File: config.mk
export PLATFORM = sky130hd
export DESIGN_NAME = atop_filter
export DESIGN_NICKNAME = d
export VERILOG_FILES = /design/src/rtl/atop_pkg.sv /design/src/rtl/write_burst_tracker.sv /design/src/rtl/write_atop_ctrl.sv /design/src/rtl/read_resp_injector.sv /design/src/rtl/atop_filter.sv
export SDC_FILE = /design/constraint.sdc
export NUM_CORES = 1
export LEC_CHECK = 0
export ABC_CLOCK_PERIOD_IN_PS = 2700
export BUFFER_PORTS_ARGS = -buffer_cell sky130_fd_sc_hd__buf_2
export CELL_PAD_IN_SITES_DETAIL_PLACEMENT = 2
export CELL_PAD_IN_SITES_GLOBAL_PLACEMENT = 2
export CORE_AREA = 2 2 197 122
export CTS_CLUSTER_SIZE = 12
export DETAILED_ROUTE_END_ITERATION = 10
export DIE_AREA = 0 0 199 124
export HOLD_SLACK_MARGIN = 0.1
export PLACE_DENSITY_LB_ADDON = 0.15
export REMOVE_ABC_BUFFERS = 1
export SYNTH_ARGS = -nofsm -noshare
export SYNTH_HDL_FRONTEND = slang
export SYNTH_SLANG_ARGS = --single-unit
File: constraint.sdc
create_clock -name clk_i -period 2.7 [get_ports clk_i]
set_input_delay 0.81 -clock clk_i [delete_from_list [all_inputs] [get_ports clk_i]]
set_output_delay 0.81 -clock clk_i [all_outputs]
set_load 0.005 [all_outputs]
File: src/rtl/atop_pkg.sv
package atop_pkg;

  // Channel widths
  localparam int unsigned IdWidth   = 4;
  localparam int unsigned AddrWidth = 32;
  localparam int unsigned DataWidth = 32;
  localparam int unsigned StrbWidth = DataWidth / 8;

  typedef logic [IdWidth-1:0]   id_t;
  typedef logic [AddrWidth-1:0] addr_t;
  typedef logic [DataWidth-1:0] data_t;
  typedef logic [StrbWidth-1:0] strb_t;
  // Burst length minus one
  typedef logic [7:0]           len_t;
  typedef logic [1:0]           resp_t;
  typedef logic [5:0]           atop_t;

  // Response codes
  localparam resp_t RespOkay   = 2'b00;
  localparam resp_t RespSlverr = 2'b10;

  // Atop bit that asks for read data back
  localparam int unsigned AtopRRespBit = 5;

  // Atomic when atop[5:4] is not the plain-write encoding
  function automatic logic is_atomic(atop_t atop);
    return atop[5:4] != 2'b00;
  endfunction

  typedef struct packed {
    id_t   id;
    addr_t addr;
    len_t  len;
    atop_t atop;
  } aw_chan_t;

  typedef struct packed {
    data_t data;
    strb_t strb;
    logic  last;
  } w_chan_t;

  typedef struct packed {
    id_t   id;
    resp_t resp;
  } b_chan_t;

  typedef struct packed {
    id_t   id;
    addr_t addr;
    len_t  len;
  } ar_chan_t;

  typedef struct packed {
    id_t   id;
    data_t data;
    resp_t resp;
    logic  last;
  } r_chan_t;

  // Manager to subordinate
  typedef struct packed {
    aw_chan_t aw;
    logic     aw_valid;
    w_chan_t  w;
    logic     w_valid;
    logic     b_ready;
    ar_chan_t ar;
    logic     ar_valid;
    logic     r_ready;
  } axi_req_t;

  // Subordinate to manager
  typedef struct packed {
    logic     aw_ready;
    logic     w_ready;
    b_chan_t  b;
    logic     b_valid;
    logic     ar_ready;
    r_chan_t  r;
    logic     r_valid;
  } axi_rsp_t;

endpackage

File: src/rtl/write_burst_tracker.sv
module write_burst_tracker #(
  parameter int unsigned MaxWriteTxns = 4
) (
  input  logic clk_i,
  input  logic rst_ni,
  input  logic aw_fire_i,
  input  logic w_last_fire_i,
  output logic aw_pending_o,
  output logic w_ahead_o,
  output logic aw_room_o
);

  // Two bits minimum so that -1 is distinct from the limit
  localparam int unsigned CntWidth = (MaxWriteTxns == 1) ? 2 : $clog2(MaxWriteTxns + 1);

  typedef logic [CntWidth-1:0] cnt_t;

  typedef struct packed {
    logic underflow;
    cnt_t cnt;
  } burst_cnt_t;

  localparam cnt_t CntMax = cnt_t'(MaxWriteTxns);

  burst_cnt_t cnt_d, cnt_q;

  // Positive count means AWs still waiting for W data
  assign aw_pending_o = !cnt_q.underflow && (cnt_q.cnt != '0);
  // Count of -1 means one full W burst went ahead
  assign w_ahead_o    = cnt_q.underflow && (&cnt_q.cnt);
  // A W burst ahead always has room for its own AW
  assign aw_room_o    = w_ahead_o || (cnt_q.cnt < CntMax);

  always_comb begin
    cnt_d = cnt_q;
    case ({aw_fire_i, w_last_fire_i})
      2'b10:   cnt_d.cnt = cnt_q.cnt + cnt_t'(1);
      2'b01:   cnt_d.cnt = cnt_q.cnt - cnt_t'(1);
      default: cnt_d.cnt = cnt_q.cnt;
    endcase
    // Leaving -1 back to zero, or wrapping from zero to -1
    if (cnt_q.underflow && (cnt_d.cnt == '0)) begin
      cnt_d.underflow = 1'b0;
    end else if ((cnt_q.cnt == '0) && (&cnt_d.cnt)) begin
      cnt_d.underflow = 1'b1;
    end
  end

  always_ff @(posedge clk_i or negedge rst_ni) begin
    if (!rst_ni) begin
      cnt_q <= '0;
    end else begin
      cnt_q <= cnt_d;
    end
  end

endmodule

File: src/rtl/write_atop_ctrl.sv
module write_atop_ctrl (
  input  logic               clk_i,
  input  logic               rst_ni,
  input  atop_pkg::axi_req_t slv_req_i,
  input  logic               mst_aw_ready_i,
  input  logic               mst_w_ready_i,
  input  logic               mst_b_valid_i,
  input  atop_pkg::b_chan_t  mst_b_i,
  input  logic               aw_pending_i,
  input  logic               w_ahead_i,
  input  logic               aw_room_i,
  input  logic               rcmd_busy_i,
  output atop_pkg::aw_chan_t mst_aw_o,
  output logic               mst_aw_valid_o,
  output logic               mst_w_valid_o,
  output logic               mst_b_ready_o,
  output logic               slv_aw_ready_o,
  output logic               slv_w_ready_o,
  output logic               slv_b_valid_o,
  output atop_pkg::b_chan_t  slv_b_o,
  output logic               rcmd_valid_o,
  output atop_pkg::len_t     rcmd_len_o,
  output atop_pkg::id_t      atop_id_o
);
  import atop_pkg::*;

  typedef enum logic [2:0] {
    W_FEEDTHROUGH,
    W_BLOCK_AW,
    W_ABSORB_W,
    W_HOLD_B,
    W_INJECT_B,
    W_WAIT_R
  } w_state_e;

  w_state_e w_state_d, w_state_q;
  w_state_e w_done_state;
  id_t      id_d, id_q;
  logic     aw_atomic;
  logic     w_last_valid;
  logic     b_stalled;

  assign aw_atomic    = slv_req_i.aw_valid && is_atomic(slv_req_i.aw.atop);
  assign w_last_valid = slv_req_i.w_valid && slv_req_i.w.last;
  // Forwarded B waiting upstream, must finish before injection
  assign b_stalled    = mst_b_valid_i && !slv_req_i.b_ready;
  assign w_done_state = b_stalled ? W_HOLD_B : W_INJECT_B;

  // Forwarded AW never carries an atop
  always_comb begin
    mst_aw_o      = slv_req_i.aw;
    mst_aw_o.atop = '0;
  end

  assign rcmd_len_o = slv_req_i.aw.len;
  assign atop_id_o  = id_q;

  always_comb begin
    // AW and W closed unless a state opens them
    mst_aw_valid_o = 1'b0;
    slv_aw_ready_o = 1'b0;
    mst_w_valid_o  = 1'b0;
    slv_w_ready_o  = 1'b0;
    // B passes through by default
    mst_b_ready_o  = slv_req_i.b_ready;
    slv_b_valid_o  = mst_b_valid_i;
    slv_b_o        = mst_b_i;
    rcmd_valid_o   = 1'b0;
    id_d           = id_q;
    w_state_d      = w_state_q;

    case (w_state_q)
      W_FEEDTHROUGH: begin
        // Forward AW only below the burst limit
        if (aw_room_i) begin
          mst_aw_valid_o = slv_req_i.aw_valid;
          slv_aw_ready_o = mst_aw_ready_i;
        end
        // W goes down for an open AW, or for a plain AW not already covered
        if (aw_pending_i ||
            (slv_req_i.aw_valid && !is_atomic(slv_req_i.aw.atop) && !w_ahead_i)) begin
          mst_w_valid_o = slv_req_i.w_valid;
          slv_w_ready_o = mst_w_ready_i;
        end
        if (aw_atomic) begin
          // Take the atomic AW here, keep it off the downstream port
          mst_aw_valid_o = 1'b0;
          slv_aw_ready_o = 1'b1;
          id_d           = slv_req_i.aw.id;
          // Read data requested, hand a command to the R side
          rcmd_valid_o   = slv_req_i.aw.atop[AtopRRespBit];
          if (aw_pending_i) begin
            // Earlier W bursts still owed downstream
            w_state_d = W_BLOCK_AW;
          end else begin
            mst_w_valid_o = 1'b0;
            slv_w_ready_o = 1'b1;
            w_state_d     = w_last_valid ? w_done_state : W_ABSORB_W;
          end
        end
      end

      W_BLOCK_AW: begin
        if (aw_pending_i) begin
          // Drain outstanding W bursts first
          mst_w_valid_o = slv_req_i.w_valid;
          slv_w_ready_o = mst_w_ready_i;
        end else begin
          // Now the upstream W is the atomic burst
          slv_w_ready_o = 1'b1;
          w_state_d     = w_last_valid ? w_done_state : W_ABSORB_W;
        end
      end

      W_ABSORB_W: begin
        // Swallow the atomic W beats
        slv_w_ready_o = 1'b1;
        if (w_last_valid) begin
          w_state_d = w_done_state;
        end
      end

      W_HOLD_B: begin
        // Wait for the forwarded B handshake
        if (mst_b_valid_i && slv_req_i.b_ready) begin
          w_state_d = W_INJECT_B;
        end
      end

      W_INJECT_B: begin
        // Downstream B paused while the error response goes up
        mst_b_ready_o  = 1'b0;
        slv_b_valid_o  = 1'b1;
        slv_b_o.id     = id_q;
        slv_b_o.resp   = RespSlverr;
        if (slv_req_i.b_ready) begin
          w_state_d = rcmd_busy_i ? W_WAIT_R : W_FEEDTHROUGH;
        end
      end

      W_WAIT_R: begin
        // Injected R beats still going out
        if (!rcmd_busy_i) begin
          w_state_d = W_FEEDTHROUGH;
        end
      end

      default: w_state_d = W_FEEDTHROUGH;
    endcase
  end

  always_ff @(posedge clk_i or negedge rst_ni) begin
    if (!rst_ni) begin
      w_state_q <= W_FEEDTHROUGH;
    end else begin
      w_state_q <= w_state_d;
    end
  end

  // Atomic ID for the injected B and R
  always_ff @(posedge clk_i) begin
    id_q <= id_d;
  end

endmodule

File: src/rtl/read_resp_injector.sv
module read_resp_injector (
  input  logic              clk_i,
  input  logic              rst_ni,
  input  logic              rcmd_valid_i,
  input  atop_pkg::len_t    rcmd_len_i,
  input  atop_pkg::id_t     atop_id_i,
  input  logic              mst_r_valid_i,
  input  atop_pkg::r_chan_t mst_r_i,
  input  logic              slv_r_ready_i,
  output logic              rcmd_busy_o,
  output logic              mst_r_ready_o,
  output logic              slv_r_valid_o,
  output atop_pkg::r_chan_t slv_r_o
);
  import atop_pkg::*;

  typedef enum logic [1:0] {
    R_FEEDTHROUGH,
    R_INJECT,
    R_HOLD
  } r_state_e;

  r_state_e r_state_d, r_state_q;
  // Single command slot, beats left minus one
  logic     cmd_pending_d, cmd_pending_q;
  len_t     beats_d, beats_q;
  logic     last_beat;

  assign rcmd_busy_o = cmd_pending_q;
  assign last_beat   = (beats_q == '0);

  always_comb begin
    // R passes through by default
    mst_r_ready_o = slv_r_ready_i;
    slv_r_valid_o = mst_r_valid_i;
    slv_r_o       = mst_r_i;
    cmd_pending_d = cmd_pending_q;
    beats_d       = beats_q;
    r_state_d     = r_state_q;

    // Load a new command, only arrives when the slot is empty
    if (rcmd_valid_i) begin
      cmd_pending_d = 1'b1;
      beats_d       = rcmd_len_i;
    end

    case (r_state_q)
      R_FEEDTHROUGH: begin
        if (mst_r_valid_i && !slv_r_ready_i) begin
          // Forwarded beat stalled, payload must stay put
          r_state_d = R_HOLD;
        end else if (cmd_pending_q) begin
          r_state_d = R_INJECT;
        end
      end

      R_INJECT: begin
        // Downstream R paused
        mst_r_ready_o = 1'b0;
        slv_r_valid_o = 1'b1;
        slv_r_o       = '0;
        slv_r_o.id    = atop_id_i;
        slv_r_o.resp  = RespSlverr;
        slv_r_o.last  = last_beat;
        if (slv_r_ready_i) begin
          if (last_beat) begin
            cmd_pending_d = 1'b0;
            r_state_d     = R_FEEDTHROUGH;
          end else begin
            beats_d = beats_q - len_t'(1);
          end
        end
      end

      R_HOLD: begin
        // Back once the stalled beat is taken
        if (mst_r_valid_i && slv_r_ready_i) begin
          r_state_d = R_FEEDTHROUGH;
        end
      end

      default: r_state_d = R_FEEDTHROUGH;
    endcase
  end

  always_ff @(posedge clk_i or negedge rst_ni) begin
    if (!rst_ni) begin
      r_state_q     <= R_FEEDTHROUGH;
      cmd_pending_q <= 1'b0;
      beats_q       <= '0;
    end else begin
      r_state_q     <= r_state_d;
      cmd_pending_q <= cmd_pending_d;
      beats_q       <= beats_d;
    end
  end

endmodule

File: src/rtl/atop_filter.sv
module atop_filter #(
  parameter int unsigned MaxWriteTxns = 4
) (
  input  logic               clk_i,
  input  logic               rst_ni,
  input  atop_pkg::axi_req_t slv_req_i,
  output atop_pkg::axi_rsp_t slv_rsp_o,
  output atop_pkg::axi_req_t mst_req_o,
  input  atop_pkg::axi_rsp_t mst_rsp_i
);
  import atop_pkg::*;

  // Write side, from the controller
  aw_chan_t mst_aw;
  logic     mst_aw_valid;
  logic     mst_w_valid;
  logic     mst_b_ready;
  logic     slv_aw_ready;
  logic     slv_w_ready;
  logic     slv_b_valid;
  b_chan_t  slv_b;

  // Read side, from the injector
  logic     mst_r_ready;
  logic     slv_r_valid;
  r_chan_t  slv_r;

  // Tracker strobes and status
  logic     aw_fire;
  logic     w_last_fire;
  logic     aw_pending;
  logic     w_ahead;
  logic     aw_room;

  // Read injection command
  logic     rcmd_valid;
  logic     rcmd_busy;
  len_t     rcmd_len;
  id_t      atop_id;

  // Handshakes seen on the downstream port
  assign aw_fire     = mst_aw_valid && mst_rsp_i.aw_ready;
  assign w_last_fire = mst_w_valid && mst_rsp_i.w_ready && slv_req_i.w.last;

  // Downstream request
  always_comb begin
    mst_req_o.aw       = mst_aw;
    mst_req_o.aw_valid = mst_aw_valid;
    mst_req_o.w        = slv_req_i.w;
    mst_req_o.w_valid  = mst_w_valid;
    mst_req_o.b_ready  = mst_b_ready;
    // AR goes straight through
    mst_req_o.ar       = slv_req_i.ar;
    mst_req_o.ar_valid = slv_req_i.ar_valid;
    mst_req_o.r_ready  = mst_r_ready;
  end

  // Upstream response
  always_comb begin
    slv_rsp_o.aw_ready = slv_aw_ready;
    slv_rsp_o.w_ready  = slv_w_ready;
    slv_rsp_o.b        = slv_b;
    slv_rsp_o.b_valid  = slv_b_valid;
    slv_rsp_o.ar_ready = mst_rsp_i.ar_ready;
    slv_rsp_o.r        = slv_r;
    slv_rsp_o.r_valid  = slv_r_valid;
  end

  write_burst_tracker #(
    .MaxWriteTxns(MaxWriteTxns)
  ) u_write_burst_tracker (
    .clk_i        (clk_i),
    .rst_ni       (rst_ni),
    .aw_fire_i    (aw_fire),
    .w_last_fire_i(w_last_fire),
    .aw_pending_o (aw_pending),
    .w_ahead_o    (w_ahead),
    .aw_room_o    (aw_room)
  );

  write_atop_ctrl u_write_atop_ctrl (
    .clk_i         (clk_i),
    .rst_ni        (rst_ni),
    .slv_req_i     (slv_req_i),
    .mst_aw_ready_i(mst_rsp_i.aw_ready),
    .mst_w_ready_i (mst_rsp_i.w_ready),
    .mst_b_valid_i (mst_rsp_i.b_valid),
    .mst_b_i       (mst_rsp_i.b),
    .aw_pending_i  (aw_pending),
    .w_ahead_i     (w_ahead),
    .aw_room_i     (aw_room),
    .rcmd_busy_i   (rcmd_busy),
    .mst_aw_o      (mst_aw),
    .mst_aw_valid_o(mst_aw_valid),
    .mst_w_valid_o (mst_w_valid),
    .mst_b_ready_o (mst_b_ready),
    .slv_aw_ready_o(slv_aw_ready),
    .slv_w_ready_o (slv_w_ready),
    .slv_b_valid_o (slv_b_valid),
    .slv_b_o       (slv_b),
    .rcmd_valid_o  (rcmd_valid),
    .rcmd_len_o    (rcmd_len),
    .atop_id_o     (atop_id)
  );

  read_resp_injector u_read_resp_injector (
    .clk_i        (clk_i),
    .rst_ni       (rst_ni),
    .rcmd_valid_i (rcmd_valid),
    .rcmd_len_i   (rcmd_len),
    .atop_id_i    (atop_id),
    .mst_r_valid_i(mst_rsp_i.r_valid),
    .mst_r_i      (mst_rsp_i.r),
    .slv_r_ready_i(slv_req_i.r_ready),
    .rcmd_busy_o  (rcmd_busy),
    .mst_r_ready_o(mst_r_ready),
    .slv_r_valid_o(slv_r_valid),
    .slv_r_o      (slv_r)
  );

endmodule

# After elaboration in Yosys (flattened, before gate mapping)
# Cells that the tools add are included.
[classes]
n_addsub = 3
n_mul = 0
n_div = 0
magnitude_cmp = 1
n_eq_ne = 19
n_shift = 0
n_mux = 52
bitwise_logic = 0
reduce_logical = 35
[op_table]
columns = ["operator", "count"]
rows = [
  ["2-to-1 mux 39 bit", 1],
  ["2-to-1 mux 8 bit", 4],
  ["2-to-1 mux 3 bit", 10],
  ["2-to-1 mux 1 bit", 26],
  ["case mux 3 bit (6 select lines)", 1],
  ["logical AND 1 bit", 15],
  ["2-to-1 mux 2 bit", 5],
  ["!= test 2 x 1 -> 1 bit (second input constant)", 5],
  ["zero test 3 bit", 3],
  ["zero test 8 bit", 1],
  ["!= test 2 bit (second input constant)", 4],
  ["subtractor 8 x 1 -> 8 bit (second input constant)", 1],
  ["equality test 3 x 2 -> 1 bit (second input constant)", 2],
  ["equality test 3 bit (second input constant)", 2],
  ["2-to-1 mux 6 bit", 1],
  ["case mux 2 bit (3 select lines)", 1],
  ["case mux 3 bit (2 select lines)", 1],
  ["AND reduction 3 bit", 2],
  ["AND reduction 6 bit", 1],
  ["zero test 1 bit", 5],
  ["equality test 2 x 1 -> 1 bit (second input constant)", 2],
  ["equality test 2 bit (second input constant)", 2],
  ["AND reduction 4 bit", 1],
  ["nonzero test 2 bit", 2],
  ["11 further kinds", 12],
]
[totals]
reg_bits = 22
latch_bits = 0
ram_bits = 0
rom_bits = 0
in_bits = 188
output_inout_bits = 186
elab_cells = 117
n_memories = 0

# Logic depth before layout (Yosys ltp)
# Gate-level depths: netlist (run 1).
[depth]
ltp_word = 17
mapped_depth = 11
ltp_nobuf = 11

# Cells and area by module
# From an unflattened synthesis (run 1), not the netlist that was laid out.
[hier_totals]
hier_cells = 363
hier_area_um2 = 2986.6
[by_module_without_submodules]
columns = ["module", "instances", "cells_per_inst", "area_per_inst_um2", "seq_area_each_um2"]
rows = [
  ["write_atop_ctrl", 1, 127, 1072.3, 195.2],
  ["read_resp_injector", 1, 115, 954.7, 275.3],
  ["atop_filter", 1, 93, 695.7, 0.0],
  ["write_burst_tracker", 1, 28, 264.0, 100.1],
]

# Least setup slack after synthesis (run 1)
# Ideal clock, no wire load.
[synth_timing]
kind = "in2reg"
from = "in slv_req_i[91] in the netlist's numbering"
to = "reg u_write_burst_tracker.cnt_q[3] in the netlist's numbering"
setup_ns = 0.122
arrival_time_ns = 3.259
required_time_ns = 2.578
setup_slack_ns = -0.681
cell_stages = 11
n_path_buf = 0
cell_sequence = "or3b_2 -> nor3_1 -> o21ai_0 -> nor2_1 -> ha_1 -> inv_1 -> fa_1 -> xnor2_1 -> and3_1 -> or4_1 -> a32o_1"
[synth_between]
elab_chain_len = 16
elab_cells_between_ends = 24
cone_classes = "2 x eq/ne; 8 x mux; 14 x reduce/logical"
[synth_rtl]
columns = ["item", "line_no", "text"]
rows = [
  ["start: declaration", "atop_filter.sv:6", "input atop_pkg::axi_req_t slv_req_i,"],
  ["nonzero test 2 bit (*)", "atop_pkg.sv:27", "return atop[5:4] != 2'b00;"],
  ["zero test 1 bit", "write_atop_ctrl.sv:81", "(slv_req_i.aw_valid && !is_atomic(slv_req_i.aw.atop) && !w_ahead_i)) begin"],
  ["logical AND 1 bit (2 in series)", "write_atop_ctrl.sv:81", ""],
  ["logical OR 1 bit", "write_atop_ctrl.sv:80", "if (aw_pending_i ||"],
  ["2-to-1 mux 1 bit", "write_atop_ctrl.sv:80", ""],
  ["2-to-1 mux 1 bit", "write_atop_ctrl.sv:92", "if (aw_pending_i) begin"],
  ["2-to-1 mux 1 bit", "write_atop_ctrl.sv:85", "if (aw_atomic) begin"],
  ["case mux 1 bit (2 select lines)", "write_atop_ctrl.sv:72", "case (w_state_q)"],
  ["logical AND 1 bit (2 in series)", "atop_filter.sv:43", "assign w_last_fire = mst_w_valid && mst_rsp_i.w_ready && slv_req_i.w.last;"],
  ["equality test 2 x 1 -> 1 bit / equality test 2 bit (equally long branches)", "write_burst_tracker.sv:36", "case ({aw_fire_i, w_last_fire_i})"],
  ["case mux 3 bit (2 select lines) (*)", "write_burst_tracker.sv:36", ""],
  ["zero test 3 bit / AND reduction 3 bit (equally long branches)", "write_burst_tracker.sv:42, write_burst_tracker.sv:44", ""],
  ["logical AND 1 bit, on equally long branches", "write_burst_tracker.sv:42, write_burst_tracker.sv:44", ""],
  ["2-to-1 mux 1 bit / nonzero test 2 bit (equally long branches)", "-", ""],
  ["end signal: assignment", "write_burst_tracker.sv:53", "cnt_q <= cnt_d;"],
  ["end: declaration", "write_burst_tracker.sv:25", "burst_cnt_t cnt_d, cnt_q;"],
]
# Mark *: on every way between the ends. The rest lies on a longest branch, timed or not.
# A chain may end at the register's enable or synchronous reset.

# Worst setup path in the final report (run 1)
[layout_timing]
from = "in slv_req_i[90] in the netlist's numbering"
to = "reg u_write_burst_tracker.cnt_q[3] in the netlist's numbering"
# Same word-level chain as after synthesis.

==> flow_summary.toml, run 1 <==
[floorplan]
start_util_pct = 12.82
die_x_um = 199
die_h_um = 124
ios = 374
rows = 43
die_area_um2 = 24680
core_area_um2 = 22760

[clock_tree]
numCtsBuffers = 3
cts.sinks = 22
htreeDepth = 1
clkTransAtPathRegs_ns = 0.07
cts_tree = "yes"
cts_hold_buffers = 0
clkLatencyLatePin_ns = 0.26
clock-root-buffer = "clkbuf_16"
clock_path_buffers = 2

[worst_setup_path]
end_kind = "flop"
startpoint_type = "primary input"
cp_data_required_time_ns = 2.86
critPathKind = "primary input to flop"
arrival_ns = 3.34
critPathMaxFanout = 2

[routing]
firstDrtPassIters = 4
final_antenna_net_count = 0
wl_per_cell_um = 37.53
via_per_inst = 4.060
drc = 0
drt_iter0_markers = 111
vias = 2822
wirelength_um = 26080

[timing]
setup_violations = 3
period_share_pct = 118.0
worst_hold_slack_ns = 0.4955
fin_ws_ns = -0.4854
tightest_slew_ns = 0.5277
hold_viol = 0
max_slew_margin_pct = 64.82
clock_skew_ns = 0.007056
rsz0062_at_grt = "yes"
fmax_ghz = 0.3139
fin_tns_setup_ns = -0.9111
slew_violations = 0
period_needed_ns = 3.185

[placement]
io_buffer_count = 135
place_ws_ns = -1.075
post-dp-hpwl_um = 21070
dpl.cell_count = 684
dpl-instance-area_um2 = 3127
routabilityCongestion = 0.7218

[cells_and_area]
final_cell_mix = "buf_2, buf_4, and2_1"
final_nets = 573
drive_above_1_share_pct = 57.37
layout_commonest_cell = "buf_2"
n_antenna_cell = 0
design_area_um2 = 3356
syn_to_final_growth_pct = 15.06
final_cells = 695
final_util_pct = 14.75

[synth]
avgSynthCellArea_um2 = 8.357
synth-warning-count = 0
synthArstFlopShare_pct = 81.82
syn-instance-count = 349
syn-cell-area_um2 = 2917
synthTopCellsByArea = "buf_4, dfrtp_1, and2_1"
synth_top_cell_area_share_pct = 36.29
yosysTopAreaCell = "buf_4"
ys.flop_type = "dfrtp_1"
synth-edff-count = 4
ys_ff_latch = 22
seq_area_frac_synth_pct = 19.56
synth_cell_types = 51

[run_status]
status = "finished with violations"
violations = "negative setup slack"

[pwr]
p_per_area_nw_per_um2 = 670.0
irDropWorstVdd_v = 0.0002324
power.total_mw = 2.248
power.leakage_nw = 1.597

[hold_path]
hold_path.class = "flop to flop"

[global_routing]
grt_use_total_pct = 20.73
overflow = 0
grt_start_max_net_pins = 26
grt_pass1_wl_um = 31760
antenna_found_initial = 0
grt_pass1_vias = 2635

[run]
cap_violations = 0
[path summary, 6_finish.rpt]
check                                                  start                                end  slack [ns]  depth (start not counted)
hold / removal             u_read_resp_injector.r_state_q[1]  u_read_resp_injector.r_state_q[0]        0.50                          1
max in group asynchronous                             rst_ni     u_write_atop_ctrl.w_state_q[0]        1.79                          1
setup / recovery                               slv_req_i[90]     u_write_burst_tracker.cnt_q[3]       -0.49                         12
hold reg to reg            u_read_resp_injector.r_state_q[1]  u_read_resp_injector.r_state_q[0]        0.50                          1
min in group asynchronous                             rst_ni    u_read_resp_injector.beats_q[2]        0.52                          1
setup reg to reg              u_write_burst_tracker.cnt_q[0]     u_write_burst_tracker.cnt_q[3]       -0.14                         11
[state kept, by name, summed over array words and instances, names as in the netlist]
register and flops:
u_read_resp_injector.beats_q 8, u_write_atop_ctrl.atop_id_o 4, u_write_burst_tracker.cnt_q 4, u_write_atop_ctrl.w_state_q 3, u_read_resp_injector.r_state_q 2, u_read_resp_injector.rcmd_busy_o 1
[cell families after synthesis]
group | share of synthesized area [%]
compound gates | 9.395
mux | 7.250
flops | 19.56
xor+xnor | 0.6007
simple gates | 21.84
fa+ha+maj | 1.974
other cells | 0.1286
buf+inv | 39.25
[routing by layer]
layer | wire length (µm) | vias up | part of all wire, % | global-route usage [%]
li1 | - | 1085 | - | -
met1 | 10570 | 1340 | 41 | 23.75
met2 | 7966 | 339 | 31 | 21.42
met3 | 6538 | 42 | 25 | 25.45
met4 | 391 | 16 | 1.5 | 2.892
met5 | 613 | - | 2.4 | 19.14
[synthesized netlist by cell type (all sizes together) (5+ instances only)]
library cell	count
buf	145
and2	34
dfrtp	18
inv	11
mux2	11
nor2	11
nor3	10
nand2	9
o21ai	9
mux2i	8
nand2b	8
nand3	7
nand4	6
nor2b	6
clkbuf	5
o221a	5
[critical path: stages]
cell,delay [ns]
buf_6,0.09
or3b_4,0.42
nor3_2,0.11
o21ai_1,0.09
nor2_1,0.16
ha_2,0.21
inv_2,0.04
fa_2,0.35
xnor2_2,0.21
a21oi_2,0.10
or4_4,0.53
a32o_1,0.21
[final cells by class]
cell class,instances,area (µm²)
fillers,2718,19400
multi-input cells,171,1285
repair buffers,172,973.4
flip-flops and latches,22,573.1
well taps,315,394.1
clock buffers,4,88.84
inverters,11,41.29
[where the power goes]
part           internal (mW)  switching, mW  total (mW)
sequential             0.464          0.149       0.613
clock                  0.227          0.140       0.367
combinational          0.633          0.635        1.27
[repair_timing]
action / in CTS / in global routing
endpoints found under the setup margin: 4 / 8
pin swaps: 11 / 8
buffers inserted: 4 / 4
resized for setup: 18 / 7
endpoints found under the hold margin: 0 / 0
Note: power is estimated with default switching activity, not from simulation.
==> run 2, diff against run 1 <==
--- a/config.mk
+++ b/config.mk
@@ -14,7 +14,7 @@
 export DETAILED_ROUTE_END_ITERATION = 10
 export DIE_AREA = 0 0 199 124
 export HOLD_SLACK_MARGIN = 0.1
-export PLACE_DENSITY_LB_ADDON = 0.15
+export PLACE_DENSITY_LB_ADDON = 0.1
 export REMOVE_ABC_BUFFERS = 1
 export SYNTH_ARGS = -nofsm -noshare
 export SYNTH_HDL_FRONTEND = slang
==> run 2 against run 1 <==
The run still ends with negative setup slack left. Sequential power is 2% higher. Total power hardly changed. Sequential share of layout area hardly changed. Highest routed layer unchanged.
==> flow_summary.toml, run 2 (synthesis gave the netlist of run 1 again) <==
[run_status]
status = "finished with violations"
violations = "negative setup slack"

[routing]
final_antenna_net_count = 0
drt_iter0_markers = 171
wirelength_um = 24650
wl_per_cell_um = 35.62
via_per_inst = 3.883
vias = 2687
drc = 0
firstDrtPassIters = 4

[floorplan]
ios = 374
start_util_pct = 12.82
die_area_um2 = 24680
die_h_um = 124
die_x_um = 199
rows = 43
core_area_um2 = 22760

[clock_tree]
cts_hold_buffers = 0
cts_tree = "yes"
clock_path_buffers = 2
numCtsBuffers = 3
clkLatencyLatePin_ns = 0.27
htreeDepth = 1
clock-root-buffer = "clkbuf_16"
clkTransAtPathRegs_ns = 0.07
cts.sinks = 22

[pwr]
p_per_area_nw_per_um2 = 669.5
power.leakage_nw = 1.583
power.total_mw = 2.248
irDropWorstVdd_v = 0.0002204

[timing]
clock_skew_ns = 0.001194
slew_violations = 0
setup_violations = 3
fmax_ghz = 0.3201
period_share_pct = 115.7
rsz0062_at_grt = "yes"
fin_tns_setup_ns = -0.5846
tightest_slew_ns = 0.5602
max_slew_margin_pct = 62.65
period_needed_ns = 3.124
fin_ws_ns = -0.4239
hold_viol = 0

[placement]
dpl.cell_count = 684
dpl-instance-area_um2 = 3139
routabilityCongestion = 0.7143
io_buffer_count = 135
post-dp-hpwl_um = 20040

[cells_and_area]
final_cells = 692
final_cell_mix = "buf_2, and2_1, buf_4"
final_util_pct = 14.76
layout_commonest_cell = "buf_2"
n_antenna_cell = 0
syn_to_final_growth_pct = 15.14
largest_reg_flops = 8
design_area_um2 = 3358
final_nets = 570
largest_register = "u_read_resp_injector.beats_q"
drive_above_1_share_pct = 57.56

[global_routing]
gr-usage-met3_pct = 23.69
grt_most_used_layer = "met3"
grt_pass1_wl_um = 30370
groute.layer.met2.usage_pct = 19.95
met1_usage_pct = 22.49
grt_pass1_vias = 2657
antenna_found_initial = 0
grt_start_max_net_pins = 43
grt_use_total_pct = 19.44
overflow = 0

[worst_setup_path]
cp_data_required_time_ns = 2.86
end_kind = "flop"
arrival_ns = 3.28
critPathKind = "primary input to flop"
critPathMaxFanout = 2
cpMaxStageDelayCell = "or4_4"
cpPeakStageDelay_ns = 0.51
crit_chain = "buf_6 > or3b_4 > nor3_4 > o21ai_2 > nor2_2 > ha_2 > inv_2 > fa_2 > xnor2_2 > and3_1 > or4_4 > a32o_1"
startpoint_type = "primary input"

[hold_path]
hold_path.class = "flop to flop"

[run]
cap_violations = 0
==> run 2: changes by cell type in the layout (fill, tap and decap cells not counted), sizes merged <==
cell	change
buf	-3
==> run 2: timing repair <==
item | 4_1_cts | 5_1_grt
gates resized for setup | 10 | 18
buffers inserted | 3 | 2
setup endpoints to repair | 4 | 8
pin swaps | 10 | 6
==> run 2: power breakdown <==
part	total [mW]	switching, mW	internal [mW]	leakage [nW]
Sequential	0.628	0.163	0.465	0.242
Clock	0.382	0.154	0.228	0.0442
Combinational	1.24	0.620	0.618	1.30
Total	2.25	0.937	1.31	1.58
==> run 2: area by class of cell <==
cell class              instances  area, µm²
clock buffers                   4      88.84
fillers                      2677      19400
inverters                      11      41.29
multi-input cells             171       1296
flip-flops and latches         22      574.3
well taps                     315      394.1
repair buffers                169      963.4
==> run 2: worst max-delay path: cells and delay by family <==
family / cells / cell delay, ns
buffers and inverters: 2 / 0.13
AND/OR/NAND/NOR: 5 / 1.34
XOR/XNOR: 1 / 0.16
adder cells (fa/ha/maj): 2 / 0.54
AO/OA/AOI/OAI: 2 / 0.29
==> run 2: layer usage <==
metal	share of wire (%)	routed length, µm
met5	2.4	601
met4	1.1	269
met3	24	6017
met2	31	7568
met1	41	10200
==> run 2: worst paths after layout <==
check	start	slack [ns]	depth (start not counted)	endpoint
max in group asynchronous	rst_ni	1.77	1	u_write_atop_ctrl.w_state_q[2]
max	slv_req_i[90]	-0.42	12	u_write_burst_tracker.cnt_q[3]
max reg2reg	u_write_burst_tracker.cnt_q[0]	-0.08	11	u_write_burst_tracker.cnt_q[3]
min reg2reg	u_read_resp_injector.r_state_q[1]	0.50	1	u_read_resp_injector.r_state_q[0]
min	u_read_resp_injector.r_state_q[1]	0.50	1	u_read_resp_injector.r_state_q[0]
min in group asynchronous	rst_ni	0.53	1	u_read_resp_injector.beats_q[4]
==> run 2: stage by stage <==
step	hold slack, ns	setup WS, ns
floorplan	0.4380	-0.6821
global placement	0.4941	-0.9513
detailed placement	0.4878	-1.056
CTS	0.4977	-0.4135
global route	0.5179	-0.4733
finish	0.4975	-0.4239
